**src/hdl/mips_pkg.sv**
```systemverilog
// MIPS core package
// Shared widths, selector enums, opcode and funct codes and the
// decoded control struct for the single-cycle core
package mips_pkg;

    typedef logic [31:0] data_t;
    typedef logic [31:0] addr_t;
    typedef logic [31:0] instr_t;
    typedef logic [4:0]  reg_idx_t;

    typedef enum logic [3:0] {
        ALU_ADD  = 4'd0,
        ALU_SUB  = 4'd1,
        ALU_AND  = 4'd2,
        ALU_OR   = 4'd3,
        ALU_XOR  = 4'd4,
        ALU_NOR  = 4'd5,
        ALU_SLL  = 4'd6,
        ALU_SRL  = 4'd7,
        ALU_SLT  = 4'd8,
        ALU_SLTU = 4'd9
    } alu_op_e;

    typedef enum logic {
        IMM_SIGN = 1'b0,
        IMM_ZERO = 1'b1
    } imm_ext_e;

    // Writeback source, loads pick their own extension
    typedef enum logic [2:0] {
        WB_ALU = 3'd0,
        WB_LUI = 3'd1,
        WB_LW  = 3'd2,
        WB_LH  = 3'd3,
        WB_LHU = 3'd4,
        WB_LB  = 3'd5,
        WB_LBU = 3'd6
    } wb_sel_e;

    typedef enum logic [1:0] {
        ST_NONE = 2'd0,
        ST_BYTE = 2'd1,
        ST_HALF = 2'd2,
        ST_WORD = 2'd3
    } store_size_e;

    typedef enum logic [1:0] {
        DBG_NONE = 2'd0,
        DBG_IMEM = 2'd1,
        DBG_DMEM = 2'd2,
        DBG_REGS = 2'd3
    } debug_target_e;

    typedef struct packed {
        logic        reg_we;
        alu_op_e     alu_op;
        logic        use_imm;     // Operand 1 from immediate
        imm_ext_e    imm_ext;
        logic        shift_by_sa; // Operand 0 low bits from sa
        logic        dest_is_rt;  // I-type destination
        wb_sel_e     wb_sel;
        store_size_e store_size;
    } ctrl_t;

    // Opcodes
    localparam logic [5:0] OP_SPECIAL = 6'h00;
    localparam logic [5:0] OP_ADDIU   = 6'h09;
    localparam logic [5:0] OP_SLTI    = 6'h0a;
    localparam logic [5:0] OP_SLTIU   = 6'h0b;
    localparam logic [5:0] OP_ANDI    = 6'h0c;
    localparam logic [5:0] OP_ORI     = 6'h0d;
    localparam logic [5:0] OP_XORI    = 6'h0e;
    localparam logic [5:0] OP_LUI     = 6'h0f;
    localparam logic [5:0] OP_LB      = 6'h20;
    localparam logic [5:0] OP_LH      = 6'h21;
    localparam logic [5:0] OP_LW      = 6'h23;
    localparam logic [5:0] OP_LBU     = 6'h24;
    localparam logic [5:0] OP_LHU     = 6'h25;
    localparam logic [5:0] OP_SB      = 6'h28;
    localparam logic [5:0] OP_SH      = 6'h29;
    localparam logic [5:0] OP_SW      = 6'h2b;

    // SPECIAL funct codes
    localparam logic [5:0] FN_SLL  = 6'h00;
    localparam logic [5:0] FN_SRL  = 6'h02;
    localparam logic [5:0] FN_ADDU = 6'h21;
    localparam logic [5:0] FN_SUBU = 6'h23;
    localparam logic [5:0] FN_AND  = 6'h24;
    localparam logic [5:0] FN_OR   = 6'h25;
    localparam logic [5:0] FN_XOR  = 6'h26;
    localparam logic [5:0] FN_NOR  = 6'h27;
    localparam logic [5:0] FN_SLT  = 6'h2a;
    localparam logic [5:0] FN_SLTU = 6'h2b;

endpackage

```
**src/hdl/mips_data_mem.sv**
```systemverilog
// Data memory
// Word store indexed by byte address / 4 with a combinational read.
// Stores merge byte or halfword data into the low bits of the word
`timescale 1ns/1ns

module mips_data_mem #(
    parameter int DM_DEPTH = 32
) (
    input  logic                  mem_debug_clk_gate,
    input  logic                  HW_RSTn,
    input  mips_pkg::addr_t       addr,
    input  mips_pkg::store_size_e size,
    input  mips_pkg::data_t       wr_data,
    output mips_pkg::data_t       rd_data
);

    localparam int IDX_W = (DM_DEPTH > 1) ? $clog2(DM_DEPTH) : 1;

    mips_pkg::data_t  mem [DM_DEPTH];
    logic [IDX_W-1:0] word_idx;
    mips_pkg::data_t  merged;

    assign word_idx = IDX_W'((addr >> 2) % DM_DEPTH);
    assign rd_data  = mem[word_idx];

    // Read-modify-write of the addressed word
    always_comb begin
        merged = rd_data;
        case (size)
            mips_pkg::ST_BYTE: merged[7:0]  = wr_data[7:0];
            mips_pkg::ST_HALF: merged[15:0] = wr_data[15:0];
            mips_pkg::ST_WORD: merged       = wr_data;
            default:           merged       = rd_data;
        endcase
    end

    always_ff @(posedge mem_debug_clk_gate or negedge HW_RSTn) begin
        if (!HW_RSTn) begin
            for (int i = 0; i < DM_DEPTH; i++) begin
                mem[i] <= '0;
            end
        end else if (size != mips_pkg::ST_NONE) begin
            mem[word_idx] <= merged;
        end
    end

endmodule

```
**config.mk**
```make
export PLATFORM = sky130hd
export DESIGN_NAME = mips_data_mem
export DESIGN_NICKNAME = d
export VERILOG_FILES = /design/src/hdl/mips_pkg.sv /design/src/hdl/mips_data_mem.sv
export SDC_FILE = /design/constraint.sdc
export NUM_CORES = 2
export LEC_CHECK = 0
export BUFFER_PORTS_ARGS = -buffer_cell sky130_fd_sc_hd__buf_4
export CAP_MARGIN = 20
export CORE_MARGIN = 3
export CORE_UTILIZATION = 40
export DETAILED_ROUTE_END_ITERATION = 8
export PLACE_DENSITY = 0.58
export REMOVE_ABC_BUFFERS = 1
export SLEW_MARGIN = 20
export SYNTH_ARGS = -nofsm -noshare
export SYNTH_HDL_FRONTEND = slang
export SYNTH_SLANG_ARGS = --single-unit
```
**constraint.sdc**
```tcl
create_clock -name mem_debug_clk_gate -period 3.6 [get_ports mem_debug_clk_gate]
set_input_delay 0.72 -clock mem_debug_clk_gate [delete_from_list [all_inputs] [get_ports mem_debug_clk_gate]]
set_output_delay 0.72 -clock mem_debug_clk_gate [all_outputs]
set_load 0.01 [all_outputs]
```
[After elaboration in Yosys (flattened, before gate mapping)]
Cells that the tools add are included.
Word-level totals
  output and inout port bits: 32
  logic and storage cells: 51
  input port bits: 68
  register bits after elaboration: 1024
Cells by class
  mux-type cells: 9
  bitwise logic cells: 1
  reductions and logical operators: 4
  order comparisons: 2
  equal/unequal tests: 3
Operator list (count)
  $bwmux 1024: 1
  $bmux 32 s5: 1
  $demux 32 s5: 1
  $mux 32: 3
  $mux 16: 1
  $mux 8: 2
  $ge 6x6->1 const B: 1
  $lt 6x1->1 const B: 1
  $not 5->6: 1
  $eq 2x2->1 const B: 2
  $reduce_or 3->1: 1
  $eq 2x1->1 const B: 1
  $reduce_bool 2->1: 1
  $reduce_or 2->1: 1
  $logic_and 1x1->1: 1

[Depth between registers and ports, before layout]
  depth in word-level cells: 6
  gate-level depth with buffers: 10
  depth with buffers taken out: 5

[Worst setup path before layout]
No wires, ideal clock.
  kind: input to output
  start: in addr[2]
  end: out rd_data[7]
  data required time: 2880 ps
  setup slack: 328 ps
  buffers on the path: 4
  arrival: 2552 ps
  stages on the path: 7
  cells stage by stage: buf_4 buf_6 clkbuf_1 buf_2 mux4_2 a22oi_1 nand4_1
On the way
  cells in the longest elaborated chain, start to end: 4
Ends and longest elaborated chain
  from (decl): line mips_data_mem.sv:11  | input mips_pkg::addr_t addr,
  $not 5->6 (not written as such): line mips_data_mem.sv:24  | assign rd_data = mem[word_idx];
  $bmux 32 s5: line mips_data_mem.sv:24
  $mux 32 (not written as such) (2 in series): line mips_data_mem.sv:24
  to (decl): line mips_data_mem.sv:14  | output mips_pkg::data_t rd_data
Every way passes these cells. The select of a mux whose other input is x is not followed.

[Worst setup path in the final report]
  start: in addr[2]
  end: out rd_data[21]
Same word-level chain as after synthesis.

==> results.md <==
- Status: finished clean
- Core area: 117000 um2
- Post-synthesis cell area: 47100 um2
- TritonCTS Buffers: 111
- Synth Warn #: 0
- Pin count of the biggest net entering global routing: 126
- Worst path arrival time: 2.73 ns
- I/O Buffers: 72
- CTS tree: done
- Sw Pwr: 9050 uW
- RSZ-0062 raised after global routing: no
- Gr usage total: 0.215
- First-pass GRT wire length: 197000 um
- Clk_lat worst skew: 0.72 ns
- Max_cap viols: 0
- DR DRC count: 0
- Actual slew at the worst max-slew pin: 0.890 ns
- Fin crit period: 3.45 ns
- Iteration-0 DRC count of the detailed router: 1922
- Sequential share of power: 0.469
- CTS resizes: 0
- Clk buf depth: 3
- Antenna cell count: 0
- Max IR drop VDD: 0.426 mV
- Post-route ant nets: 0
- Crit share post-route: 0.959
- Register area: 25600 um2
- Pwr Density: 623 nW/um2
- Post-Route WL: 131000 um
- Power share of the combinational group: 0.190
- Worst Path Class, Setup: in -> out
- H-tree lvl count: 3
- Drt first pass iters: 5
- Sw frac: 0.268
- Detailed placement HPWL: 80000 um
- Placement Setup Slack: 0.113 ns
- Critical path capture point type: output pin
- Fillcell total: 10400
- Top Metal Used: met4
- Final Cell Area: 54300 um2
- Lkg Pwr: 0.0253 uW
- Startpoint Class: primary input
- Area delta synth->final: 15.4%
- Syn Inst Count: 3478
- Non-filler cells, final: 5165
- Syn_area_per_cell: 13.5 um2
- Library cells used by synthesis: 38
- Highest clock rate: 290 MHz
- Sequential share of the synthesized area: 0.544
- Placed Cells: 4966
- Max reg flops: 1024
- Cell row count: 125
- Vias: 29100
- Met3 routed WL: 5570 um
- Area of the multi-input gates: 20100 um2
- Starting Density: 0.404
- Layout Nets: 3624
- Hold buffers post-CTS: 1
- Vias in the first global route: 29500
- Worst hold path type: in -> reg
- GPL Wtd Cong: 0.780
- Die ar.: 122000 um2
- Worst-path clk slew: 0.06 ns
- Final Max Tran Viols: 0
- DRT met1 WL: 59700 um
- Share of layout cells above drive strength 1: 0.415
- Count of final setup violators: 0
- Routed len/inst: 25.5 um
- Vias/cell: 5.63
- Initial antenna violation count: 0
- Placed Area: 50600 um2
- Critical Path RT: 2.88 ns
- Met2 routed WL: 63000 um
- Post-CTS Setup Repair Bufs: 0
- Die H: 349 um
- Power share of the clock group: 0.341
- Synthesized flop and latch total: 1024
- Setup ws final: 0.146 ns
- Die W: 349 um
- Count of clock tree sinks: 1024
- IO Pins: 100
- Clk root buf: clkbuf_16
- Largest regs: mem: 1024 flops
- Final Hold Viols: 0
- Int Power: 24800 uW
- Congestion Overflow GR: 0
- Register with the most flip-flops: mem
- CP max FO: 19
- Worst Skew: 0.0528 ns
- Slew headroom: 0.406
==> worst paths after layout <==
path / endpoint / slack [ns] / cells past startpoint / from
worst max-delay path: rd_data[21] / 0.15 / 7 / addr[2]
worst min-delay path: mem[612] / 0.39 / 3 / wr_data[4]
worst max register to register: mem[1016] / 1.22 / 5 / mem[280]
worst min register to register: mem[96] / 0.48 / 2 / mem[96]
max in group asynchronous: mem[1014] / 1.87 / 4 / HW_RSTn
min in group asynchronous: mem[621] / 0.58 / 2 / HW_RSTn
==> Yosys cell counts <==
master     count  area share
a31oi_2        4      0.0011
mux4_2        64       0.031
nor3_1         4     0.00043
nor4_2        38       0.010
or3_1          2     0.00027
nand4_2        1     0.00027
o21ai_0       33      0.0035
a22oi_1       32      0.0051
nor4_1        10      0.0013
nor2_2         1     0.00013
and2_1         4     0.00053
a31oi_4       19      0.0086
nor2_1        36      0.0029
mux2i_1      384       0.082
nand2b_1       1     0.00013
a31o_2         1     0.00019
buf_2        167       0.018
nand2_1      375       0.030
nand4b_4       1     0.00050
dfrtp_1     1024        0.54
inv_1          2     0.00016
nor2b_1        4     0.00053
o22ai_1      192       0.026
or4_1          1     0.00016
nand4bb_1      6      0.0014
buf_4          9      0.0014
buf_1         16      0.0013
or4b_1         4     0.00085
and3_1         1     0.00013
nand4b_2       3     0.00096
buf_6          9      0.0022
nor3_2         1     0.00021
mux2_1        12      0.0029
mux2_2       886        0.21
clkbuf_2       1     0.00011
clkbuf_1     118      0.0094
and2_0         4     0.00053
nand4_1        8      0.0011
==> metrics by stage <==
step	hold slack (ns)	total power (uW)	util	setup TNS, ns
floorplan	0.424	20100	-	-3.11
global placement	0.455	22300	0.434	0
detailed placement	0.459	22500	0.434	0
CTS	0.356	34200	0.466	0
global route	0.381	35600	0.466	0
finish	0.394	33800	0.466	0
==> worst max-delay path: stages <==
cell and delay [ns]:
buf_4 0.28, or4b_2 0.21, buf_4 0.33, o22ai_1 0.16, nor4_2 0.68, nand2_1 0.12
buf_4 0.18
==> cells in the final DEF, fill, tap and decap left out, types with 19 or more instances in the layout <==
cell type	n
dfrtp_1	1024
mux2_2	886
mux2i_1	384
nand2_1	357
buf_4	216
o22ai_1	192
clkbuf_16	112
buf_12	66
mux4_2	64
nor4_2	38
o21ai_0	33
clkbuf_1	33
a22oi_1	32
nor2_1	28
a31oi_4	19
clkbuf_8	19
==> cell families after synthesis <==
| logic type | after synthesis | share of synthesized area |
|---|---|---|
| muxes | 1346 | 0.327 |
| DFF | 1024 | 0.544 |
| and+or+nand+nor | 505 | 0.0523 |
| buffers and inverters | 322 | 0.0323 |
| AOI/OAI and AO/OA | 281 | 0.0440 |
==> power groups by stage <==
stage               Sequential, uW  Clock [uW]  Combinational (uW)
CTS                          15900       11800                6500
global route                 16200       12300                7070
floorplan                    15600           0                4510
global placement             15900           0                6330
detailed placement           16100           0                6490
finish                       15900       11500                6420
==> layout make-up <==
cell class | count | area share
tap | 1524 | 0.0351
multi-input combinational | 2132 | 0.370
clock buffer | 164 | 0.0587
sequential | 1024 | 0.472
clock inverter | 34 | 0.00933
inverter | 2 | 0.000138
timing repair buffer | 285 | 0.0549
==> per-layer routing <==
metal / up-vias / GRT usage
met5: - / 0
met2: 609 / 0.354
met1: 15500 / 0.301
li1: 12700 / -
met4: 0 / 0.0542
met3: 185 / 0.0303
(Power assumes the default switching activity.)
