==> src/hdl/mips_pkg.sv <==
// MIPS core package
// Shared widths, selector enums, opcode and funct codes and the
// decoded control struct for the single-cycle core
package mips_pkg;

    typedef logic [31:0] data_t;
    typedef logic [31:0] addr_t;
    typedef logic [31:0] instr_t;
    typedef logic [4:0]  reg_idx_t;

    typedef enum logic [3:0] {
        ALU_ADD  = 4'd0,
        ALU_SUB  = 4'd1,
        ALU_AND  = 4'd2,
        ALU_OR   = 4'd3,
        ALU_XOR  = 4'd4,
        ALU_NOR  = 4'd5,
        ALU_SLL  = 4'd6,
        ALU_SRL  = 4'd7,
        ALU_SLT  = 4'd8,
        ALU_SLTU = 4'd9
    } alu_op_e;

    typedef enum logic {
        IMM_SIGN = 1'b0,
        IMM_ZERO = 1'b1
    } imm_ext_e;

    // Writeback source, loads pick their own extension
    typedef enum logic [2:0] {
        WB_ALU = 3'd0,
        WB_LUI = 3'd1,
        WB_LW  = 3'd2,
        WB_LH  = 3'd3,
        WB_LHU = 3'd4,
        WB_LB  = 3'd5,
        WB_LBU = 3'd6
    } wb_sel_e;

    typedef enum logic [1:0] {
        ST_NONE = 2'd0,
        ST_BYTE = 2'd1,
        ST_HALF = 2'd2,
        ST_WORD = 2'd3
    } store_size_e;

    typedef enum logic [1:0] {
        DBG_NONE = 2'd0,
        DBG_IMEM = 2'd1,
        DBG_DMEM = 2'd2,
        DBG_REGS = 2'd3
    } debug_target_e;

    typedef struct packed {
        logic        reg_we;
        alu_op_e     alu_op;
        logic        use_imm;     // Operand 1 from immediate
        imm_ext_e    imm_ext;
        logic        shift_by_sa; // Operand 0 low bits from sa
        logic        dest_is_rt;  // I-type destination
        wb_sel_e     wb_sel;
        store_size_e store_size;
    } ctrl_t;

    // Opcodes
    localparam logic [5:0] OP_SPECIAL = 6'h00;
    localparam logic [5:0] OP_ADDIU   = 6'h09;
    localparam logic [5:0] OP_SLTI    = 6'h0a;
    localparam logic [5:0] OP_SLTIU   = 6'h0b;
    localparam logic [5:0] OP_ANDI    = 6'h0c;
    localparam logic [5:0] OP_ORI     = 6'h0d;
    localparam logic [5:0] OP_XORI    = 6'h0e;
    localparam logic [5:0] OP_LUI     = 6'h0f;
    localparam logic [5:0] OP_LB      = 6'h20;
    localparam logic [5:0] OP_LH      = 6'h21;
    localparam logic [5:0] OP_LW      = 6'h23;
    localparam logic [5:0] OP_LBU     = 6'h24;
    localparam logic [5:0] OP_LHU     = 6'h25;
    localparam logic [5:0] OP_SB      = 6'h28;
    localparam logic [5:0] OP_SH      = 6'h29;
    localparam logic [5:0] OP_SW      = 6'h2b;

    // SPECIAL funct codes
    localparam logic [5:0] FN_SLL  = 6'h00;
    localparam logic [5:0] FN_SRL  = 6'h02;
    localparam logic [5:0] FN_ADDU = 6'h21;
    localparam logic [5:0] FN_SUBU = 6'h23;
    localparam logic [5:0] FN_AND  = 6'h24;
    localparam logic [5:0] FN_OR   = 6'h25;
    localparam logic [5:0] FN_XOR  = 6'h26;
    localparam logic [5:0] FN_NOR  = 6'h27;
    localparam logic [5:0] FN_SLT  = 6'h2a;
    localparam logic [5:0] FN_SLTU = 6'h2b;

endpackage

==> src/hdl/mips_reg_file.sv <==
// MIPS register file
// 32 general registers, two combinational read ports and one
// synchronous write port; register 0 is hardwired to zero
`timescale 1ns/1ns

module mips_reg_file (
    input  logic               mem_debug_clk_gate,
    input  logic               HW_RSTn,
    input  mips_pkg::reg_idx_t rd_idx0,
    input  mips_pkg::reg_idx_t rd_idx1,
    output mips_pkg::data_t    rd_data0,
    output mips_pkg::data_t    rd_data1,
    input  mips_pkg::reg_idx_t wr_idx,
    input  mips_pkg::data_t    wr_data,
    input  logic               we
);

    mips_pkg::data_t regs [32];

    assign rd_data0 = regs[rd_idx0];
    assign rd_data1 = regs[rd_idx1];

    always_ff @(posedge mem_debug_clk_gate or negedge HW_RSTn) begin
        if (!HW_RSTn) begin
            for (int i = 0; i < 32; i++) begin
                regs[i] <= '0;
            end
        end else if (we && (wr_idx != 5'd0)) begin // r0 never changes
            regs[wr_idx] <= wr_data;
        end
    end

endmodule

==> config.mk <==
export PLATFORM = sky130hd
export DESIGN_NAME = mips_reg_file
export DESIGN_NICKNAME = d
export VERILOG_FILES = /design/src/hdl/mips_pkg.sv /design/src/hdl/mips_reg_file.sv
export SDC_FILE = /design/constraint.sdc
export NUM_CORES = 2
export LEC_CHECK = 0
export BUFFER_PORTS_ARGS = -buffer_cell sky130_fd_sc_hd__buf_2
export CORE_ASPECT_RATIO = 0.7
export CORE_MARGIN = 2
export CORE_UTILIZATION = 45
export CTS_CLUSTER_DIAMETER = 200
export DETAILED_ROUTE_END_ITERATION = 16
export GPL_TIMING_DRIVEN = 0
export RECOVER_POWER = 100
export SYNTH_ARGS = -nofsm -noshare
export SYNTH_HDL_FRONTEND = slang
export SYNTH_SLANG_ARGS = --single-unit
export TNS_END_PERCENT = 100
==> constraint.sdc <==
create_clock -name mem_debug_clk_gate -period 2 [get_ports mem_debug_clk_gate]
set_clock_uncertainty 0.2 [all_clocks]
set_input_delay 0.2 -clock mem_debug_clk_gate [delete_from_list [all_inputs] [get_ports mem_debug_clk_gate]]
set_output_delay 0.2 -clock mem_debug_clk_gate [all_outputs]
set_load 0.1 [all_outputs]
### Word level (Yosys, flattened, before mapping)

Index checks and enable logic that the tools add are counted.

* flip-flop bits (word level): 1024
* latch bits: 0
* bits in writable memories: 0
* bits in read-only memories: 0
* input bits: 50
* output and inout bits: 64
* logic and storage cells: 51
* memories: 0

* add/sub/neg operators: 0
* $mul: 0
* divide/modulo/power cells: 0
* $lt $le $gt $ge: 4
* equal/unequal tests: 0
* shift-type cells: 0
* muxes and demuxes: 9
* bitwise gates (word level): 3
* reductions and logical operators: 3

Operators with widths (number)
* bitwise mux 1024 bit: 1
* binary-select mux 32 bit (select 5 bit): 2
* demux 32 bit (select 5 bit): 1
* two-way mux 32 bit: 5
* greater-or-equal comparator 6 bit, second input constant: 3
* NOT 5 -> 6 bit: 3
* less-than comparator 6 x 1 -> 1 bit, second input constant: 1
* nonzero test 5 bit: 1
* logical AND 1 bit: 2

### Depth between registers and ports, before layout

* depth in word-level cells: 6
* mapped depth: 8
* mapped depth without buffers: 5

### Worst setup path before layout

Ideal clock, no wire load.

* kind: input port to output port
* start point: in rd_idx0[1]
* end point: out rd_data0[23]
* arrival time: 2069 ps
* required time: 1600 ps
* setup slack: -469 ps
* stages: 7
* buffers on the path: 3
* cell sequence: buf_2 > buf_2 > buf_2 > mux2i_1 > a22oi_1 > a31oi_1 > nand3_1

* word-level cells in the longest chain between the ends: 4

Ends and longest elaborated chain
* start, declared: line mips_reg_file.sv:9 `input mips_pkg::reg_idx_t rd_idx0,`
* NOT 5 -> 6 bit (implied by the code): line mips_reg_file.sv:20 `assign rd_data0 = regs[rd_idx0];`
* binary-select mux 32 bit (select 5 bit): line mips_reg_file.sv:20
* two-way mux 32 bit (implied by the code) (2 in a row): line mips_reg_file.sv:20
* end, declared: line mips_reg_file.sv:11 `output mips_pkg::data_t rd_data0,`

Every way passes these cells. The select of a mux whose other input is x is not followed.

### Worst setup path in the final report

* start point: in rd_idx0[0]
* end point: out rd_data0[31]

The elaborated chain is that of the path after synthesis.

==> results.md <==
* Layout cells sized above 1 at roughly 37%
* Clock buffers created by TritonCTS at about 110
* CP arrival at between 2 and 2.5 ns
* Final worst-path cycle share at 136.5%
* Synth Area in XOR/XNOR at 0%
* Starting Density at 45.51%
* Max Cap Viol at 1
* Syn Nets at ~4,700
* Status: complete, but fails checks
* Total GRT Usage at between 30% and 40%
* Largest family of logic cells by synthesized area: multiplexers
* # setup viols final at 796
* Horiz. Die Dim at around 420 um
* Unrepaired setup endpoints after global routing: true
* First-pass GRT wire length at 309,500 um
* Post-synth top area cell: dfrtp_1
* Largest register FFs at 1,024
* Slew headroom at -7.536%
* Fmax achieved at ~370 MHz
* Top_reg_cell synth: dfrtp_1
* Die area at about 130,000 um2
* Core Area at 122,000 um2
* Clock transition at the registers of the reported paths at roughly 0.060 ns
* Number of global-route vias before repair at ~41,000
* Max-slew violations at about 290
* Via Count at 42,050
* Reg with most FFs: regs
* Critical path class: in2out
* Initial DRC Count at 4,912
* Critical path required time at ~1.6 ns
* Filler Cell Count at approximately 10,000
* Minimum clock period at approximately 2.7 ns
* Largest registers: regs: 1024 flops
* H-tree levels at 3
* Final hold viol count at between 100 and 150
* Via-to-Cell Ratio at ~6.4
* Crit-path max FO at 10
* Worst-Margin Slew at 1.613 ns
* Final net count at roughly 4,900
* Yosys top cell area share at between 40% and 50%
* Top Ports at between 100 and 150
* Pin count of the biggest net entering global routing at roughly 160
* Post-route ant nets at 0
* Port-buffer cells at 108
* Num rows at ~110
* Total grt overflow at 0
* Simple-gate area share of the yosys netlist at around 4.2%
* Failing checks: negative hold slack, max-capacitance violations, max-slew violations, negative setup slack
* Power Dens Cells at about 1000 nW/um2
* Routability-driven placement congestion ratio at roughly 0.94
* Clock buffer depth at 3
* Worst-case hold slack at -0.7578 ns
* Mux cell area share after synthesis at just under 40%
* Antenna violations before repair at 11
* Clk_lat worst skew at approximately 0.7 ns
* PnR worst setup slack at -0.7296 ns
* Leakage at between 30 and 40 nW
* Post-Syn Instances at 4,606
* Synth Area per Inst at 12.05 um2
* Synth Area in Adders at 0%
* CTS Root Cell: clkbuf_16
* Post-synth design cell area at between 50,000 and 60,000 um2
* WL final at roughly 220,000 um
* Synth Area in Compound Gates at under 10%
* CTS tree: done
* Warnings, synthesis at 0
* Critical Path Sink Type: output port
* Worst setup SP type: primary input
* Die Ht at approximately 300 um
* Post-synthesis sequential area ratio at between 40% and 50%
* Yosys reg bits at 1,024
* HPWL reported at the end of detailed placement at around 150,000 um
* Drt first pass iters at 8
* Post-synth EDFFs at 0
* Design Power at between 60 and 70 mW
* DRC viols at 0
* Yosys cell types at 27
* Hold Crit Class: in2async
* Wire per inst at approximately 33 um
* Synth area leaders: dfrtp_1 46%, mux2_2 20%, mux2i_1 18%, a22oi_1 2.6%, a22o_1 2.0%
* Post-synth ARST share at between 90% and 100%
* Area Overhead vs Synth at 19.67%
* Sink Count at about 1,000
* Peak supply drop at between 0.6 and 0.7 mV
cell type report:
class / count / area [um2] / share of cell area (%)
buffer: 477 / 2856 / 4.300
sequential: 1024 / 25630 / 38.58
tap: 1635 / 2046 / 3.080
multi-input combinational: 3105 / 30150 / 45.40
antenna: 3 / 7.507 / 0.01130
clock inverter: 42 / 534.3 / 0.8043
timing repair buffer: 171 / 2115 / 3.183
clock buffer: 152 / 3085 / 4.645
worst paths after layout:
| kind | startpoint | endpoint | slack (ns) | depth (start not counted) |
|---|---|---|---|---|
| hold / removal | HW_RSTn | regs[872] | -0.76 | 1 |
| setup reg to reg | regs[32] | regs[32] | 0.44 | 2 |
| min in group mem_debug_clk_gate | we | regs[255] | 0.03 | 4 |
| max in group asynchronous | HW_RSTn | regs[220] | -0.18 | 3 |
| hold reg to reg | regs[1010] | regs[1010] | 0.28 | 1 |
| setup / recovery | rd_idx0[0] | rd_data0[31] | -0.73 | 9 |
Yosys cell counts (2+ instances only):
| library cell | number |
|---|---|
| mux2_2 | 991 |
| buf_1 | 24 |
| nor3b_1 | 3 |
| a22o_1 | 128 |
| and2_1 | 3 |
| or2_2 | 2 |
| mux2i_1 | 1024 |
| nor3_1 | 65 |
| nor3b_2 | 2 |
| and3b_1 | 2 |
| nand2_1 | 211 |
| nor2b_1 | 4 |
| buf_4 | 46 |
| nand2b_1 | 5 |
| clkbuf_1 | 225 |
| dfrtp_1 | 1024 |
| nor2_1 | 16 |
| a31oi_1 | 64 |
| a21oi_1 | 192 |
| buf_2 | 181 |
| a22oi_1 | 192 |
| nand3_1 | 193 |
| nand3b_1 | 5 |
worst max-delay path, stage by stage:
cell      delay, ns
buf_2          0.14
nor2_1         0.26
buf_4          0.31
clkbuf_8       0.29
buf_4          0.28
nand2_1        0.16
a31oi_4        0.25
nand3_4        0.18
buf_12         0.21
metal layers:
layer	up-vias	share of wire [%]	global-route usage [%]
met5	-	0	0
met4	0	3.1	10.33
met2	2106	40	46.68
met3	360	12	11.51
li1	17540	-	-
met1	22040	45	50.51
stage by stage:
stage,std cells,setup WS [ns],instance area [um2],utilization [%],setup TNS (ns)
global route,6607,-0.7881,66420,54.46,-286.08
detailed placement,6355,-1.854,59390,48.69,-499.17
global placement,6349,-22.75,59210,48.55,-
CTS,6598,-0.6999,66300,54.36,-72.10
finish,6609,-0.7296,66420,54.46,-146.20
floorplan,4606,-0.06486,56620,-,-2.026
cells in the final DEF, fill, tap and decap left out, types with 11 or more instances in the layout:
cell           count
buf_2            113
nand3_4           64
clkbuf_16        106
nand3_1          123
clkbuf_4          32
nand2_1          211
dfrtp_1         1023
a31oi_2           11
bufinv_16         11
buf_12            60
a21oi_1          192
a31oi_4           53
buf_4            100
nor3_4            59
a22oi_1          183
clkinv_2          22
mux2i_1         1021
clkbuf_1         163
mux2_2           991
clkbuf_8          29
buf_6             53
a22o_1           128
clkbuf_2          87
dlygate4sd3_1     48
power by group:
group / total [mW] / switching [mW] / internal, mW / leakage, nW
Clock: 21.2 / 9.04 / 12.1 / 1.79
Sequential: 27.7 / 3.02 / 24.7 / 13.1
Combinational: 15.8 / 8.60 / 7.17 / 16.1
repair_timing:
action	4_1_cts	5_1_grt
hold buffers	46	3
pin swaps	143	79
endpoints found under the setup margin	104	535
resized for setup	719	65
endpoints found under the hold margin	254	135
buffers inserted	3	6
logic make-up (layout without fill, tap and decap cells):
family	Yosys count	after routing
muxes	2016	2016
DFF	1024	1024
AOI/OAI and AO/OA	576	576
and+or+nand+nor	513	513
buffers and inverters	477	842
other	0	3
No activity file was read; power rests on OpenSTA's default activity.
