## src/hdl/mips_pkg.sv

```systemverilog
// MIPS core package
// Shared widths, selector enums, opcode and funct codes and the
// decoded control struct for the single-cycle core
package mips_pkg;

    typedef logic [31:0] data_t;
    typedef logic [31:0] addr_t;
    typedef logic [31:0] instr_t;
    typedef logic [4:0]  reg_idx_t;

    typedef enum logic [3:0] {
        ALU_ADD  = 4'd0,
        ALU_SUB  = 4'd1,
        ALU_AND  = 4'd2,
        ALU_OR   = 4'd3,
        ALU_XOR  = 4'd4,
        ALU_NOR  = 4'd5,
        ALU_SLL  = 4'd6,
        ALU_SRL  = 4'd7,
        ALU_SLT  = 4'd8,
        ALU_SLTU = 4'd9
    } alu_op_e;

    typedef enum logic {
        IMM_SIGN = 1'b0,
        IMM_ZERO = 1'b1
    } imm_ext_e;

    // Writeback source, loads pick their own extension
    typedef enum logic [2:0] {
        WB_ALU = 3'd0,
        WB_LUI = 3'd1,
        WB_LW  = 3'd2,
        WB_LH  = 3'd3,
        WB_LHU = 3'd4,
        WB_LB  = 3'd5,
        WB_LBU = 3'd6
    } wb_sel_e;

    typedef enum logic [1:0] {
        ST_NONE = 2'd0,
        ST_BYTE = 2'd1,
        ST_HALF = 2'd2,
        ST_WORD = 2'd3
    } store_size_e;

    typedef enum logic [1:0] {
        DBG_NONE = 2'd0,
        DBG_IMEM = 2'd1,
        DBG_DMEM = 2'd2,
        DBG_REGS = 2'd3
    } debug_target_e;

    typedef struct packed {
        logic        reg_we;
        alu_op_e     alu_op;
        logic        use_imm;     // Operand 1 from immediate
        imm_ext_e    imm_ext;
        logic        shift_by_sa; // Operand 0 low bits from sa
        logic        dest_is_rt;  // I-type destination
        wb_sel_e     wb_sel;
        store_size_e store_size;
    } ctrl_t;

    // Opcodes
    localparam logic [5:0] OP_SPECIAL = 6'h00;
    localparam logic [5:0] OP_ADDIU   = 6'h09;
    localparam logic [5:0] OP_SLTI    = 6'h0a;
    localparam logic [5:0] OP_SLTIU   = 6'h0b;
    localparam logic [5:0] OP_ANDI    = 6'h0c;
    localparam logic [5:0] OP_ORI     = 6'h0d;
    localparam logic [5:0] OP_XORI    = 6'h0e;
    localparam logic [5:0] OP_LUI     = 6'h0f;
    localparam logic [5:0] OP_LB      = 6'h20;
    localparam logic [5:0] OP_LH      = 6'h21;
    localparam logic [5:0] OP_LW      = 6'h23;
    localparam logic [5:0] OP_LBU     = 6'h24;
    localparam logic [5:0] OP_LHU     = 6'h25;
    localparam logic [5:0] OP_SB      = 6'h28;
    localparam logic [5:0] OP_SH      = 6'h29;
    localparam logic [5:0] OP_SW      = 6'h2b;

    // SPECIAL funct codes
    localparam logic [5:0] FN_SLL  = 6'h00;
    localparam logic [5:0] FN_SRL  = 6'h02;
    localparam logic [5:0] FN_ADDU = 6'h21;
    localparam logic [5:0] FN_SUBU = 6'h23;
    localparam logic [5:0] FN_AND  = 6'h24;
    localparam logic [5:0] FN_OR   = 6'h25;
    localparam logic [5:0] FN_XOR  = 6'h26;
    localparam logic [5:0] FN_NOR  = 6'h27;
    localparam logic [5:0] FN_SLT  = 6'h2a;
    localparam logic [5:0] FN_SLTU = 6'h2b;

endpackage

```

## src/hdl/mips_decoder.sv

```systemverilog
// MIPS instruction decoder
// Maps opcode and funct to the control struct. Anything outside the
// supported subset gives an inactive struct and writes nothing
`timescale 1ns/1ns

module mips_decoder (
    input  logic [5:0]      opcode,
    input  logic [5:0]      funct,
    output mips_pkg::ctrl_t ctrl
);

    always_comb begin
        ctrl.reg_we      = 1'b0;
        ctrl.alu_op      = mips_pkg::ALU_ADD;
        ctrl.use_imm     = 1'b0;
        ctrl.imm_ext     = mips_pkg::IMM_SIGN;
        ctrl.shift_by_sa = 1'b0;
        ctrl.dest_is_rt  = 1'b0;
        ctrl.wb_sel      = mips_pkg::WB_ALU;
        ctrl.store_size  = mips_pkg::ST_NONE;

        case (opcode)
            mips_pkg::OP_SPECIAL: begin
                ctrl.reg_we = 1'b1; // Dropped again for unknown funct
                case (funct)
                    mips_pkg::FN_ADDU: ctrl.alu_op = mips_pkg::ALU_ADD;
                    mips_pkg::FN_SUBU: ctrl.alu_op = mips_pkg::ALU_SUB;
                    mips_pkg::FN_AND:  ctrl.alu_op = mips_pkg::ALU_AND;
                    mips_pkg::FN_OR:   ctrl.alu_op = mips_pkg::ALU_OR;
                    mips_pkg::FN_XOR:  ctrl.alu_op = mips_pkg::ALU_XOR;
                    mips_pkg::FN_NOR:  ctrl.alu_op = mips_pkg::ALU_NOR;
                    mips_pkg::FN_SLT:  ctrl.alu_op = mips_pkg::ALU_SLT;
                    mips_pkg::FN_SLTU: ctrl.alu_op = mips_pkg::ALU_SLTU;
                    mips_pkg::FN_SLL: begin
                        ctrl.alu_op      = mips_pkg::ALU_SLL;
                        ctrl.shift_by_sa = 1'b1;
                    end
                    mips_pkg::FN_SRL: begin
                        ctrl.alu_op      = mips_pkg::ALU_SRL;
                        ctrl.shift_by_sa = 1'b1;
                    end
                    default: ctrl.reg_we = 1'b0;
                endcase
            end

            // Immediate arithmetic and logic, result to rt
            mips_pkg::OP_ADDIU, mips_pkg::OP_SLTI, mips_pkg::OP_SLTIU,
            mips_pkg::OP_ANDI, mips_pkg::OP_ORI, mips_pkg::OP_XORI: begin
                ctrl.reg_we     = 1'b1;
                ctrl.use_imm    = 1'b1;
                ctrl.dest_is_rt = 1'b1;
                ctrl.imm_ext    = mips_pkg::IMM_ZERO;
                case (opcode)
                    mips_pkg::OP_ADDIU: begin
                        ctrl.alu_op  = mips_pkg::ALU_ADD;
                        ctrl.imm_ext = mips_pkg::IMM_SIGN;
                    end
                    mips_pkg::OP_SLTI: begin
                        ctrl.alu_op  = mips_pkg::ALU_SLT;
                        ctrl.imm_ext = mips_pkg::IMM_SIGN;
                    end
                    mips_pkg::OP_SLTIU: ctrl.alu_op = mips_pkg::ALU_SLTU;
                    mips_pkg::OP_ANDI:  ctrl.alu_op = mips_pkg::ALU_AND;
                    mips_pkg::OP_ORI:   ctrl.alu_op = mips_pkg::ALU_OR;
                    default:            ctrl.alu_op = mips_pkg::ALU_XOR;
                endcase
            end

            mips_pkg::OP_LUI: begin
                ctrl.reg_we     = 1'b1;
                ctrl.dest_is_rt = 1'b1;
                ctrl.wb_sel     = mips_pkg::WB_LUI;
            end

            // Loads, address is rs + sign-extended offset
            mips_pkg::OP_LW, mips_pkg::OP_LH, mips_pkg::OP_LHU,
            mips_pkg::OP_LB, mips_pkg::OP_LBU: begin
                ctrl.reg_we     = 1'b1;
                ctrl.use_imm    = 1'b1;
                ctrl.dest_is_rt = 1'b1;
                case (opcode)
                    mips_pkg::OP_LW:  ctrl.wb_sel = mips_pkg::WB_LW;
                    mips_pkg::OP_LH:  ctrl.wb_sel = mips_pkg::WB_LH;
                    mips_pkg::OP_LHU: ctrl.wb_sel = mips_pkg::WB_LHU;
                    mips_pkg::OP_LB:  ctrl.wb_sel = mips_pkg::WB_LB;
                    default:          ctrl.wb_sel = mips_pkg::WB_LBU;
                endcase
            end

            mips_pkg::OP_SW: begin
                ctrl.use_imm    = 1'b1;
                ctrl.store_size = mips_pkg::ST_WORD;
            end
            mips_pkg::OP_SH: begin
                ctrl.use_imm    = 1'b1;
                ctrl.store_size = mips_pkg::ST_HALF;
            end
            mips_pkg::OP_SB: begin
                ctrl.use_imm    = 1'b1;
                ctrl.store_size = mips_pkg::ST_BYTE;
            end

            default: ; // Unsupported, all controls inactive
        endcase
    end

endmodule

```

## config.mk

```make
export PLATFORM = sky130hd
export DESIGN_NAME = mips_decoder
export DESIGN_NICKNAME = d
export VERILOG_FILES = /design/src/hdl/mips_pkg.sv /design/src/hdl/mips_decoder.sv
export SDC_FILE = /design/constraint.sdc
export NUM_CORES = 1
export LEC_CHECK = 0
export ABC_AREA = 1
export BUFFER_PORTS_ARGS = -buffer_cell sky130_fd_sc_hd__buf_2
export CAP_MARGIN = 30
export CORE_AREA = 2 2 39 41
export DETAILED_ROUTE_END_ITERATION = 8
export DIE_AREA = 0 0 41 43
export PLACE_DENSITY = 0.64
export REMOVE_ABC_BUFFERS = 1
export SLEW_MARGIN = 20
export SYNTH_ARGS = -nofsm -noshare
export SYNTH_HDL_FRONTEND = slang
export SYNTH_SLANG_ARGS = --single-unit
```

## constraint.sdc

```tcl
create_clock -name vclk -period 1.2
set_input_delay 0 -clock vclk [all_inputs]
set_output_delay 0 -clock vclk [all_outputs]
set_load 0.01 [all_outputs]
```

-- After elaboration in Yosys (flattened, before gate mapping)
Index checks and enable logic that the tools add are counted.
- bits in registers: 0
- bits in latches: 0
- RAM bits: 0
- ROM bits: 0
- bits of input ports: 12
- output and inout port bits: 14
- logic and storage cells: 47
- memories kept: 0
- add/sub/neg operators: 0
- $mul: 0
- divide/modulo/power cells: 0
- $lt $le $gt $ge: 0
- equality and inequality tests: 24
- shift operators: 0
- muxes and demuxes: 14
- bitwise operators: 0
- reduce and logical (&&, ||, !) cells: 9
- operators with widths (kind ; number):
    6-bit equality test, second input constant ; 16
    6-bit by 4-bit equality test with 1-bit output, second input constant ; 7
    4-bit one-hot mux with 9 select lines ; 1
    4-bit one-hot mux with 5 select lines ; 1
    14-bit OR reduction ; 1
    6-bit zero test ; 2
    3-bit one-hot mux with 4 select lines ; 1
    12-bit OR reduction ; 1
    10-bit OR reduction ; 1
    4-bit one-hot mux with 2 select lines ; 1
    1-bit two-way mux ; 7
    6-bit by 2-bit equality test with 1-bit output, second input constant ; 1
    2-bit one-hot mux with 3 select lines ; 1
    3-bit one-hot mux with 2 select lines ; 1
    6-bit OR reduction ; 1
    5-bit OR reduction ; 1
    2-bit OR reduction ; 2
    1-bit one-hot mux with 2 select lines ; 1

-- Logic depth before layout (Yosys ltp)
- word-level depth: 4
- mapped depth: 8

-- Worst setup path after synthesis
No wires, ideal clock.
- kind: input -> output
- start point: in opcode[5]
- end point: out ctrl[7] (netlist name)
- data arrival time: 0.654 ns
- required time: 1.200 ns
- slack: 0.546 ns
- cell stages on the path: 5
- path buffers: 0
- cells stage by stage: nor2_4 > inv_1 > nor2_2 > nand2_1 > a31oi_1
- RTL lines (what ; RTL line ; RTL):
    from (decl) ; mips_decoder.sv:7 ; input logic [5:0] opcode,
    to (decl) ; mips_decoder.sv:9 ; output mips_pkg::ctrl_t ctrl

==> results.toml <==
[global_route]
met2_usage_pct = 22.5
grt_pass1_wl_mm = 1.93
first_global_vias = 517
grt.total_usage_pct = 14.3
busiest_layer = "met2"
grt-ovfl-total = 0
groute.layer.met3.usage_pct = 1.05
grt.met1_usage_pct = 21.8
grt_max_degree = 7
antenna_found_initial = 0

[critical_path]
cp_max_fo = 5
worstPathRequired_ns = 1.20
end_kind = "output pin"
path_class = "in -> out"
arrival_ns = 0.91
start_kind = "input pin"

[floorplan]
rows = 14
boundaryPins = 26
fp.coreArea_um2 = 1380
die_w_um = 41
die_area_um2 = 1760
start_util_pct = 31.0
die_h_um = 43

[routing]
wire_per_inst_um = 8.16
first_pass_iters = 4
vias_per_cell = 4.58
drtIter0Drc = 14
drc = 0
routed_wl_mm = 1.12
drtAntennaViolNets = 0
via_count = 627

[placed_design]
dp_hpwl_mm = 1.03
placed_cell_area_um2 = 579
globalplace.congestion = 0.802
io_buffer_count = 26

[pwr]
p_leak_uw = 0.000390
switching_share_pct = 62.8
power.density_nw_per_um2 = 242
p_seq_share_pct = 0
power_frac_comb_pct = 100.0
p_total_uw = 140
worst_ir_drop_vdd_uv = 101
clockPowerShare_pct = 0
power.switching_uw = 87.9
p_int_uw = 52.0

[logic_synthesis]
synthSimpleGateAreaFrac_pct = 69.1
yosysUniqueCellTypes = 17
synth_xor_area_share_pct = 0
synth_area_um2 = 429
synthAdderAreaFrac_pct = 0
synth_compound_area_share_pct = 12.5
syn_avg_cell_area_um2 = 4.52
synth_top_family_by_area = "simple AND/OR/NAND/NOR gates"
synth_cells = 95
muxShareOfSynthArea_pct = 0
synth_seq_area_share_pct = 0
yosys_warnings = 0

[run_status]
status = "completed"

[clock_tree]
hold_buffers = 0
post_cts_buffers = 0
cts_resized = 0

[sta]
tns_ns = 0
slew_viol_final = 0
worst_slew_pin_slew_ns = 0.241
hold_viol = 0
fin_crit_sh_pct = 75.6
fmax_mhz = 1100
fin_crit_ns = 0.908
setup_viol = 0
relSlewSlack_pct = 83.9
rsz0062_at_grt = "no"

[worst_hold_path]
min_path_cells = 3
min_path_type = "in -> out"

[cells_and_area]
diodes = 0
ff_latch_area_um2 = 0
design.seq.count = 0
multi_input_area_um2 = 350
fillCellCount = 165
clock_buffers = 0
areaGrowthSynthToFinish_pct = 35.0
stdcell_area_um2 = 579
layout.nets = 135
drive_gt1_share_pct = 35.5

[run]
maxCapViolCount = 0
[per-stage QoR]
| step | hold WS, ns | setup WS, ns | util, % | instances |
|---|---|---|---|---|
| final | 0.355 | 0.292 | 41.9 | 137 |
| after CTS | 0.359 | 0.287 | 41.9 | 137 |
| after floorplan | 0.0888 | 0.546 | - | 95 |
| after global placement | 0.356 | 0.306 | 41.9 | 137 |
| after detailed placement | 0.359 | 0.287 | 41.9 | 137 |
| after global routing | 0.375 | 0.140 | 41.9 | 137 |
[logic make-up (layout without fill, tap and decap cells)]
group / Yosys count / count (layout)
buffers and inverters: 21 / 47
AND/OR/NAND/NOR: 65 / 65
AO/OA/AOI/OAI: 9 / 9
[final timing paths]
kind / startpoint / endpoint
max: opcode[5] / ctrl[9]
min: opcode[0] / ctrl[3]
[cells in the mapped netlist]
master	count	area share (%)
a31oi_1	1	1.5
inv_1	16	14
nand2_1	25	22
nand3_1	10	12
nor2_2	6	8.7
inv_2	5	4.4
nor2_4	1	2.6
o21ai_0	3	3.5
nand3_2	1	2.3
nor3_1	1	1.2
o31ai_1	1	1.7
o22ai_1	1	1.5
a21oi_2	1	2.0
nor2_1	17	15
nand4_1	1	1.5
nand2_2	3	4.4
o21ai_1	2	2.3
[power groups by stage]
stage | Combinational, uW | Clock, uW | Sequential, uW
after detailed placement | 140 | 0 | 0
after global routing | 159 | 0 | 0
after global placement | 139 | 0 | 0
final | 140 | 0 | 0
after floorplan | 81.2 | 0 | 0
after CTS | 141 | 0 | 0
[cells in the final DEF (no fill, tap or decap), drive strengths merged]
cell,n
buf,26
o21ai,5
a21oi,1
nand3,11
nand4,1
o31ai,1
nand2,28
inv,21
a31oi,1
nor3,1
nor2,24
o22ai,1
[cell type report]
type | instances | area share (%)
repair buffers | 26 | 22.5
well taps | 16 | 3.46
inverters | 21 | 13.6
multi-input cells | 74 | 60.5
[layer usage]
metal	wire, um	vias up	part of all wire (%)
met2	554	13	50
met5	0	-	0
met1	509	267	46
met3	54	0	4.8
li1	-	347	-
met4	0	0	0
[critical path, cell delays in order]
cell,delay [ns]
buf_2,0.12
nor2_4,0.16
nand2_2,0.10
nor2_2,0.13
nand2_1,0.09
o21ai_1,0.08
inv_1,0.05
nand2_1,0.06
buf_2,0.12
No activity file was read; power rests on OpenSTA's default activity.
