$ cat src/hdl/mips_pkg.sv
// MIPS core package
// Shared widths, selector enums, opcode and funct codes and the
// decoded control struct for the single-cycle core
package mips_pkg;

    typedef logic [31:0] data_t;
    typedef logic [31:0] addr_t;
    typedef logic [31:0] instr_t;
    typedef logic [4:0]  reg_idx_t;

    typedef enum logic [3:0] {
        ALU_ADD  = 4'd0,
        ALU_SUB  = 4'd1,
        ALU_AND  = 4'd2,
        ALU_OR   = 4'd3,
        ALU_XOR  = 4'd4,
        ALU_NOR  = 4'd5,
        ALU_SLL  = 4'd6,
        ALU_SRL  = 4'd7,
        ALU_SLT  = 4'd8,
        ALU_SLTU = 4'd9
    } alu_op_e;

    typedef enum logic {
        IMM_SIGN = 1'b0,
        IMM_ZERO = 1'b1
    } imm_ext_e;

    // Writeback source, loads pick their own extension
    typedef enum logic [2:0] {
        WB_ALU = 3'd0,
        WB_LUI = 3'd1,
        WB_LW  = 3'd2,
        WB_LH  = 3'd3,
        WB_LHU = 3'd4,
        WB_LB  = 3'd5,
        WB_LBU = 3'd6
    } wb_sel_e;

    typedef enum logic [1:0] {
        ST_NONE = 2'd0,
        ST_BYTE = 2'd1,
        ST_HALF = 2'd2,
        ST_WORD = 2'd3
    } store_size_e;

    typedef enum logic [1:0] {
        DBG_NONE = 2'd0,
        DBG_IMEM = 2'd1,
        DBG_DMEM = 2'd2,
        DBG_REGS = 2'd3
    } debug_target_e;

    typedef struct packed {
        logic        reg_we;
        alu_op_e     alu_op;
        logic        use_imm;     // Operand 1 from immediate
        imm_ext_e    imm_ext;
        logic        shift_by_sa; // Operand 0 low bits from sa
        logic        dest_is_rt;  // I-type destination
        wb_sel_e     wb_sel;
        store_size_e store_size;
    } ctrl_t;

    // Opcodes
    localparam logic [5:0] OP_SPECIAL = 6'h00;
    localparam logic [5:0] OP_ADDIU   = 6'h09;
    localparam logic [5:0] OP_SLTI    = 6'h0a;
    localparam logic [5:0] OP_SLTIU   = 6'h0b;
    localparam logic [5:0] OP_ANDI    = 6'h0c;
    localparam logic [5:0] OP_ORI     = 6'h0d;
    localparam logic [5:0] OP_XORI    = 6'h0e;
    localparam logic [5:0] OP_LUI     = 6'h0f;
    localparam logic [5:0] OP_LB      = 6'h20;
    localparam logic [5:0] OP_LH      = 6'h21;
    localparam logic [5:0] OP_LW      = 6'h23;
    localparam logic [5:0] OP_LBU     = 6'h24;
    localparam logic [5:0] OP_LHU     = 6'h25;
    localparam logic [5:0] OP_SB      = 6'h28;
    localparam logic [5:0] OP_SH      = 6'h29;
    localparam logic [5:0] OP_SW      = 6'h2b;

    // SPECIAL funct codes
    localparam logic [5:0] FN_SLL  = 6'h00;
    localparam logic [5:0] FN_SRL  = 6'h02;
    localparam logic [5:0] FN_ADDU = 6'h21;
    localparam logic [5:0] FN_SUBU = 6'h23;
    localparam logic [5:0] FN_AND  = 6'h24;
    localparam logic [5:0] FN_OR   = 6'h25;
    localparam logic [5:0] FN_XOR  = 6'h26;
    localparam logic [5:0] FN_NOR  = 6'h27;
    localparam logic [5:0] FN_SLT  = 6'h2a;
    localparam logic [5:0] FN_SLTU = 6'h2b;

endpackage

$ cat src/hdl/mips_alu.sv
// MIPS ALU
// Combinational add, subtract, bitwise logic, set-less-than and
// logical shifts; shift amount comes from the low bits of a
`timescale 1ns/1ns

module mips_alu (
    input  mips_pkg::alu_op_e op,
    input  mips_pkg::data_t   a,
    input  mips_pkg::data_t   b,
    output mips_pkg::data_t   result
);

    logic [4:0] shamt;

    assign shamt = a[4:0];

    always_comb begin
        case (op)
            mips_pkg::ALU_ADD: result = a + b;
            mips_pkg::ALU_SUB: result = a - b;
            mips_pkg::ALU_AND: result = a & b;
            mips_pkg::ALU_OR:  result = a | b;
            mips_pkg::ALU_XOR: result = a ^ b;
            mips_pkg::ALU_NOR: result = ~(a | b);
            mips_pkg::ALU_SLL: result = b << shamt;
            mips_pkg::ALU_SRL: result = b >> shamt;
            mips_pkg::ALU_SLT: begin
                result = {31'd0, $signed(a) < $signed(b)};
            end
            mips_pkg::ALU_SLTU: begin
                result = {31'd0, a < b};
            end
            default: result = '0;
        endcase
    end

endmodule

$ cat config.mk
export PLATFORM = sky130hd
export DESIGN_NAME = mips_alu
export DESIGN_NICKNAME = d
export VERILOG_FILES = /design/src/hdl/mips_pkg.sv /design/src/hdl/mips_alu.sv
export SDC_FILE = /design/constraint.sdc
export NUM_CORES = 1
export LEC_CHECK = 0
export ABC_CLOCK_PERIOD_IN_PS = 9350
export BUFFER_PORTS_ARGS = -buffer_cell sky130_fd_sc_hd__buf_2
export CAP_MARGIN = 20
export CELL_PAD_IN_SITES_DETAIL_PLACEMENT = 0
export CELL_PAD_IN_SITES_GLOBAL_PLACEMENT = 2
export CORE_MARGIN = 5
export CORE_UTILIZATION = 34
export DETAILED_ROUTE_END_ITERATION = 8
export PLACE_DENSITY_LB_ADDON = 0.05
export SETUP_SLACK_MARGIN = 0.1
export SLEW_MARGIN = 20
export SYNTH_ARGS = -nofsm -noshare
export SYNTH_HDL_FRONTEND = slang
export SYNTH_SLANG_ARGS = --single-unit
export TNS_END_PERCENT = 100
$ cat constraint.sdc
create_clock -name vclk -period 9.35
set_clock_uncertainty 0.1 [all_clocks]
set_input_delay 1.87 -clock vclk [all_inputs]
set_output_delay 1.87 -clock vclk [all_outputs]
set_load 0.01 [all_outputs]
---- After elaboration in Yosys (flattened, before gate mapping) ----
Index checks and enable logic that the tools add are counted.
storage, ports and cells
  flip-flop bits (word level) ............. 0
  logic and storage cells ................. 21
cells by class
  shift-type cells ........................ 2
  reduce and logical (&&, ||, !) cells .... 1
  equality and inequality tests ........... 9
  bitwise logic cells ..................... 4
  order comparisons ....................... 2
  $add $sub $neg .......................... 2
  mux-type cells .......................... 1
operator list
  operator              number
  $pmux W32 S10         1
  $lt A32 B32 Y1        2
  $add A32 B32 Y32      1
  $and A32 B32 Y32      1
  $not A32 Y32          1
  $or A32 B32 Y32       1
  $shl A32 B5 Y32       1
  $shr A32 B5 Y32       1
  $sub A32 B32 Y32      1
  $xor A32 B32 Y32      1
  $eq A4 B3 Y1 const B  4
  $eq A4 B2 Y1 const B  2
  $eq A4 B4 Y1 const B  2
  $eq A4 B1 Y1 const B  1
  $logic_not A4 Y1      1

---- Longest topological paths before layout ----
Gate-level depths: netlist (run 1).
  word-level depth ........................ 3
  mapped depth ............................ 16
  depth with buffers taken out ............ 13

---- Worst setup path after synthesis (run 1) ----
Ideal clock, no wire load.
  kind .................................... in2out
  start point ............................. in a[1]
  end point ............................... out result[28]
  stages on the path ...................... 16
  path slack .............................. 1589 ps
  required time ........................... 7380 ps
  arrival ................................. 5791 ps
  cell sequence ........................... clkbuf_1 inv_1 clkbuf_1 clkbuf_1 clkbuf_1 fa_1 nor2_1 o21ai_0 a221oi_1 and3_1 or4_1 a31oi_1 o21ai_0 a21o_1 a311o_1 a211o_1
on the way
  cells in the longest elaborated chain, start to end .. 2
  elaborated cells on any way between the ends .. 5
  classes of those cells .................. 2 x add/sub; 2 x shift; 1 x mux
RTL lines
  what                                            line            text
  start, declared                                 mips_alu.sv:8   input mips_pkg::data_t a,
  $sub A32 B32 Y32, or another cell as far along  mips_alu.sv:20  mips_pkg::ALU_SUB: result = a - b;
  $pmux W32 S10 *                                 mips_alu.sv:18  case (op)
  end, declared                                   mips_alu.sv:10  output mips_pkg::data_t result
Every way passes the cells marked *; elsewhere a longest branch is shown, timed or not.

---- Worst setup path after layout (run 1) ----
  start point ............................. in a[0]
  end point ............................... out result[31]
The elaborated chain is that of the path after synthesis.

==> results of run 1 <==
## power breakdown
part	leakage (nW)	switching, W	internal [W]
combinational	3.85	0.000367	0.000189
clock	0	0	0
sequential	0	0	0
## layout make-up
class	instances	area, sq um	area share, %
inverters	94	352.8	4.084
well taps	313	391.6	4.533
repair buffers	122	668.1	7.734
multi-input cells	1054	7227	83.65
## cells in the final DEF (no fill, tap or decap), types with 14 or more instances in the layout
cell / n
o21ai_0: 138
nor2_1: 133
nand2_1: 127
a21oi_1: 112
buf_2: 99
ha_1: 97
inv_1: 92
mux2i_1: 50
nor3_1: 24
a211oi_1: 24
a221oi_1: 23
nand3_1: 23
buf_4: 23
o211ai_1: 22
nand2b_1: 22
xnor2_1: 22
mux4_2: 18
a22oi_1: 16
o31ai_1: 14
## per-stage QoR
stage / instances / utilization, % / instance area (sq um)
2_1_floorplan: 1237 / - / 7900
3_3_place_gp: 1583 / 37.93 / 8640
3_5_place_dp: 1583 / 37.93 / 8640
4_1_cts: 1583 / 37.93 / 8640
5_1_grt: 1583 / 37.93 / 8640
6_report: 1583 / 37.93 / 8640
## worst max-delay path: cells and delay by family
family,cells,cell delay (ns)
compound gates,7,2.15
fa+ha+maj,1,0.41
simple gates,3,0.79
buf+inv,3,0.64
## logic make-up after synthesis
logic type	count (synthesis)	synth area share, %
buffers and inverters	183	8.837
multiplexers	75	12.46
AO/OA/AOI/OAI	471	38.44
AND/OR/NAND/NOR	384	21.62
adder cells (fa/ha/maj)	99	15.87
XOR/XNOR	25	2.772
## final timing paths
check             startpoint    endpoint  slack, ns  cells past startpoint
hold / removal         a[30]   result[0]       4.25                      6
setup / recovery        a[0]  result[31]       1.52                     14
## routing by layer
layer | wire, um | part of all wire (%) | vias up | GRT usage [%]
li1 | - | - | 4586 | -
met1 | 18540 | 46 | 4756 | 43.22
met2 | 17970 | 45 | 419 | 45.36
met3 | 2864 | 7.1 | 62 | 2.430
met4 | 847 | 2.1 | 0 | 4.921
met5 | 0 | 0 | - | 0
==> qor.csv, run 1 <==
metric,value,unit
wire length per cell,25.41,um
critical path cell sequence,buf_4 -> inv_1 -> ha_1 -> nor2_1 -> o211ai_1 -> a311oi_1 -> nor3_1 -> o21a_1 -> a2111oi_4 -> o41ai_1 -> o21ai_0 -> or2_2 -> a22oi_1 -> buf_2,
Crit path arrival time,5.86,ns
most numerous cell in the Yosys netlist,o21ai_0,
area grow syn2layout,9.360,%
kind of critical path,primary input to primary output,
Worst VDD drop,0.00001779,V
share of the synthesized area in the top cell type,15.36,%
Setup Viol. Count Final,0,
WL final,40230,um
vias in the first global route,9176,
post-route setup slack,1.516,ns
status,completed,
RSZ-0062 raised after global routing,no,
Synth Cell Area,0.007900,sq mm
hold buffers post-CTS,0,
Pre-antenna DRT Iters,6,
row count,55,
Syn Area/Cell,6.386,sq um
CP max FO,18,
gr usage total,28.81,%
fraction of layout cells with a size suffix above 1,12.68,%
# clk buffers,0,
Syn. warnings,0,
Worst-Margin Slew,0.8627,ns
Die Y,162.4,um
worst-path cell with the longest stage delay,o41ai_1,
I/O pins,100,
largest cells by area after synthesis,"ha_1 (15%), o21ai_0 (8.7%), a21oi_1 (7.1%), mux2i_1 (6.3%), nor2_1 (6.3%)",
area of the die,0.02638,sq mm
total grt overflow,0,
DP HPWL,32420,um
post-synthesis cell type count,66,
"Data required, critical path",7.38,ns
# nets final,1439,
startpoint types,primary input,
Worst Setup End Kind,primary output,
post-synth top area cell,ha_1,
vias per cell,6.205,
Pleak,3.855,nW
pre-CTS setup slack,1.622,ns
gate count of the mapped netlist,1237,
max incr delay on CP,0.81,ns
core area,0.02278,sq mm
Port Buffers,100,
FMAX,127.7,MHz
max cap viols,0,
post-layout minimum cycle time,7.834,ns
register area,0,sq um
worst min-delay path class,primary input to primary output,
num sequential,0,
first-pass GRT wire length,58910,um
WHS,4.252,ns
P per Cell Area,64.35,mW/mm^2
fill count,2601,
Final Cycle Share,83.79,%
Antenna diodes,0,
final slew viol count,0,
Slew HR,41.00,%
largest net degree at the start of global routing,66,
Design Power,0.0005560,W
number of routed nets with antenna violations,0,
antenna violations before repair,0,
drc violations,0,
vias post-DR,9823,
Initial Util,34.68,%
die width,162.4,um
Post-Syn Nets,1404,
Resized Gates After CTS,0,
GP Congestion,1.054,
TNS Setup,0,ns
final hold viol count,0,
Commonest cells post-synth,"o21ai_0 (138), nor2_1 (133), nand2_1 (127)",
share of the yosys chip area belonging to registers,0,%
Post-CTS Setup Bufs,0,
initial DRC count,1090,
No activity file was read; power rests on OpenSTA's default activity.
==> inputs of run 2 (changes only) <==
--- a/config.mk
+++ b/config.mk
@@ -5,13 +5,13 @@
 export SDC_FILE = /design/constraint.sdc
 export NUM_CORES = 1
 export LEC_CHECK = 0
-export ABC_CLOCK_PERIOD_IN_PS = 9350
+export ABC_CLOCK_PERIOD_IN_PS = 7100
 export BUFFER_PORTS_ARGS = -buffer_cell sky130_fd_sc_hd__buf_2
 export CAP_MARGIN = 20
 export CELL_PAD_IN_SITES_DETAIL_PLACEMENT = 0
 export CELL_PAD_IN_SITES_GLOBAL_PLACEMENT = 2
 export CORE_MARGIN = 5
-export CORE_UTILIZATION = 34
+export CORE_UTILIZATION = 30
 export DETAILED_ROUTE_END_ITERATION = 8
 export PLACE_DENSITY_LB_ADDON = 0.05
 export SETUP_SLACK_MARGIN = 0.1
==> constraint.sdc (replaced) <==
create_clock -name vclk -period 7.1
set_clock_uncertainty 0.1 [all_clocks]
set_input_delay 1.42 -clock vclk [all_inputs]
set_output_delay 1.42 -clock vclk [all_outputs]
set_load 0.01 [all_outputs]
==> run 2 against run 1 <==
Count of clock-buffer cells in the layout is the same; flip-flop and latch count stayed put; final area is 1.3% higher; critical path depth is 1 higher; critical endpoint is now result[28].
==> qor.csv, run 2 (synthesis results as in run 1) <==
metric,value,unit
area of the multi-input gates,0.007227,sq mm
vias per cell,6.103,
max cap viols,0,
CP max FO,6,
gr usage total,27.70,%
"Data required, critical path",5.58,ns
core area,0.02598,sq mm
area grow syn2layout,10.75,%
Initial Util,30.40,%
max incr delay on CP,0.63,ns
Worst Hold Launch,a[30],
# clk buffers,0,
FMAX,150.9,MHz
Worst-Margin Slew,0.9003,ns
final slew viol count,0,
kind of critical path,primary input to primary output,
TNS Setup,0,ns
pre-CTS setup slack,0.5074,ns
Die Y,172.3,um
Worst VDD drop,0.00002579,V
most frequent cells in the layout,"o21ai_0 (138), nor2_1 (133), nand2_1 (127)",
"most common cell after layout, fill and taps aside",o21ai_0,
Setup Viol. Count Final,0,
fraction of layout cells with a size suffix above 1,13.43,%
worst min-delay path class,primary input to primary output,
post-layout minimum cycle time,6.626,ns
Crit path arrival time,5.11,ns
RSZ-0062 raised after global routing,no,
"most used cell, CP",o21ai_0,
final cell utilization of the core,33.67,%
antenna violations before repair,2,
area of the die,0.02968,sq mm
Pleak,3.908,nW
Hold Path End,result[0],
GP Congestion,1.049,
die width,172.3,um
Resized Gates After CTS,0,
# nets final,1450,
P per Cell Area,85.68,mW/mm^2
largest net degree at the start of global routing,80,
worst-path cell with the longest stage delay,or4_1,
hold path depth,6,
total grt overflow,0,
critical path cell sequence,buf_4 -> inv_1 -> ha_1 -> fa_1 -> nor2_1 -> o21ai_0 -> a221oi_1 -> and3_1 -> or4_1 -> a31oi_1 -> o21ai_0 -> a21o_1 -> a311o_1 -> a211o_1 -> buf_2,
vias in the first global route,9277,
initial DRC count,1096,
I/O pins,100,
status,completed,
WL final,42720,um
hold buffers post-CTS,0,
Worst Setup End Kind,primary output,
startpoint types,primary input,
wire length per cell,26.43,um
row count,59,
post-route setup slack,0.4741,ns
final hold viol count,0,
vias post-DR,9862,
number of routed nets with antenna violations,0,
drc violations,0,
Post-CTS Setup Bufs,0,
num sequential,0,
Antenna diodes,0,
register area,0,sq um
DP HPWL,34830,um
Slew HR,39.98,%
WHS,3.342,ns
Final Cycle Share,93.32,%
Port Buffers,100,
Pre-antenna DRT Iters,5,
Design Power,0.0007496,W
worst setup path start,a[0],
first-pass GRT wire length,62060,um
fill count,2974,
[run 2: routing by layer]
| metal | wire length [um] | GRT usage, % |
|---|---|---|
| met1 | 19680 | 41.27 |
| met2 | 18830 | 42.92 |
| met3 | 2925 | 2.721 |
| met4 | 1261 | 6.494 |
| met5 | 20 | 0 |
[run 2: area by class of cell]
type	count	area share, %
inverters	94	4.033
multi-input cells	1054	82.60
well taps	335	4.791
repair buffers	133	8.580
[run 2: worst max-delay path, delay by kind of cell]
family / cells / cell delay (ns)
adder cells (fa/ha/maj): 2 / 0.58
buffers and inverters: 3 / 0.34
AND/OR/NAND/NOR: 3 / 0.89
AO/OA/AOI/OAI: 7 / 1.87
[run 2: power by group]
group | switching, W | internal (W) | leakage [nW]
sequential | 0 | 0 | 0
clock | 0 | 0 | 0
combinational | 0.000494 | 0.000256 | 3.91
[run 2: worst max-delay path by stage]
stage / endpoint / slack [ns] / cells after the start
2_1_floorplan: result[28] / 0.24 / 16
3_3_place_gp: result[28] / 0.53 / 15
3_5_place_dp: result[28] / 0.51 / 15
4_1_cts: result[28] / 0.50 / 15
5_1_grt: result[28] / 0.31 / 15
6_report: result[28] / 0.47 / 15
[run 2: stage by stage]
step / area [sq um] / cells
after floorplan: 7900 / 1237
after global placement: 8750 / 1616
after detailed placement: 8750 / 1616
after CTS: 8750 / 1616
after global routing: 8750 / 1616
final: 8750 / 1616
==> inputs of run 3 (changes only) <==
--- a/config.mk
+++ b/config.mk
@@ -14,6 +14,7 @@
 export CORE_UTILIZATION = 30
 export DETAILED_ROUTE_END_ITERATION = 8
 export PLACE_DENSITY_LB_ADDON = 0.05
+export REMOVE_ABC_BUFFERS = 1
 export SETUP_SLACK_MARGIN = 0.1
 export SLEW_MARGIN = 20
 export SYNTH_ARGS = -nofsm -noshare
==> run 3 against run 2 <==
Flip-flop and latch count unchanged; maximum frequency is 3.0% lower; via count fell by 0.50%; sequential share of layout area unchanged; die area did not move; total power is 1.0% lower.
==> qor.csv, run 3 (synthesis results as in run 1) <==
metric,value,unit
P per Cell Area,84.26,mW/mm^2
status,completed,
initial DRC count,1011,
max incr delay on CP,0.50,ns
DP HPWL,33450,um
wire length per cell,25.68,um
most frequent cells in the layout,"o21ai_0 (138), nor2_1 (133), nand2_1 (127)",
die width,172.3,um
final hold viol count,0,
worst-path cell with the longest stage delay,or4_1,
WL final,41670,um
startpoint types,primary input,
DRT met1 WL,20300,um
vias in the first global route,9011,
row count,59,
Worst-Margin Slew,0.9704,ns
I/O pins,100,
critical path cell sequence,buf_2 -> inv_1 -> ha_1 -> nor2b_1 -> o31a_1 -> o41ai_1 -> buf_4 -> o31ai_1 -> a311oi_1 -> nor3_1 -> a21oi_1 -> o21ai_0 -> or4_1 -> o21ai_0 -> buf_2,
Post-CTS Setup Bufs,0,
hold buffers post-CTS,0,
DP Area,0.008808,sq mm
fraction of layout cells with a size suffix above 1,13.90,%
RSZ-0062 raised after global routing,no,
antenna violations before repair,0,
"most common cell after layout, fill and taps aside",o21ai_0,
Die Y,172.3,um
largest net degree at the start of global routing,64,
area of the multi-input gates,0.007233,sq mm
drc violations,0,
# nets final,1457,
CP max FO,8,
Pleak,3.941,nW
TNS Setup,0,ns
GP Congestion,0.9470,
Worst Setup End Kind,primary output,
number of routed nets with antenna violations,0,
max cap viols,0,
worst min-delay path class,primary input to primary output,
Antenna diodes,0,
Slew HR,34.71,%
final instance area,0.008808,sq mm
first-pass GRT wire length,60670,um
Setup Viol. Count Final,0,
vias post-DR,9813,
final slew viol count,0,
Crit path arrival time,5.31,ns
Max Used Layer,met4,
Worst VDD drop,0.00005909,V
post-layout minimum cycle time,6.828,ns
kind of critical path,primary input to primary output,
total grt overflow,0,
area grow syn2layout,11.50,%
Pre-antenna DRT Iters,5,
Port Buffers,100,
vias per cell,6.046,
gr usage total,26.90,%
met3 WL,2828,um
core area,0.02598,sq mm
fill count,2989,
"Data required, critical path",5.58,ns
met2 wire length,18020,um
num sequential,0,
Final Cycle Share,96.17,%
FMAX,146.4,MHz
Resized Gates After CTS,0,
register area,0,sq um
# clk buffers,0,
Initial Util,30.40,%
area of the die,0.02968,sq mm
run 3: cell count changes in the layout (fill, tap and decap cells not counted), sizes merged:
cell / delta
buf: +7
clkinv: +1
inv: -1
run 3: routing by layer:
metal	global-route usage (%)	vias up
met5	0	-
met4	3.110	0
met3	1.578	28
met2	41.24	401
met1	42.38	4753
li1	-	4631
run 3: worst paths after layout:
path,startpoint,cells past startpoint,slack [ns],end
min,a[28],4,3.31,result[0]
max,b[2],15,0.27,result[30]
run 3: area by class of cell:
class              instances  share of cell area [%]
repair buffers           140                   9.119
multi-input cells       1054                   82.12
well taps                335                   4.759
inverters                 94                   4.006
run 3: power breakdown:
part	switching, W	internal (W)	leakage [nW]
Combinational	0.000483	0.000259	3.94
Sequential	0	0	0
Clock	0	0	0
Total	0.000483	0.000259	3.94
run 3: worst max-delay path, delay by kind of cell:
family | cells | cell delay [ns]
buffers and inverters | 4 | 0.60
AND/OR/NAND/NOR | 3 | 0.83
AO/OA/AOI/OAI | 7 | 2.06
adder cells (fa/ha/maj) | 1 | 0.39
run 3: metrics by stage:
step | worst slack (ns) | total power (W) | hold slack [ns] | utilization, % | std cells
after floorplan | 0.7375 | 0.0004294 | 2.932 | - | 1148
after global placement | 0.5773 | 0.0007336 | 3.295 | 33.90 | 1623
after detailed placement | 0.4405 | 0.0007245 | 3.311 | 33.90 | 1623
after CTS | 0.4175 | 0.0007278 | 3.321 | 33.90 | 1623
after global routing | 0.1474 | 0.0007983 | 3.356 | 33.90 | 1623
final | 0.2717 | 0.0007422 | 3.311 | 33.90 | 1623
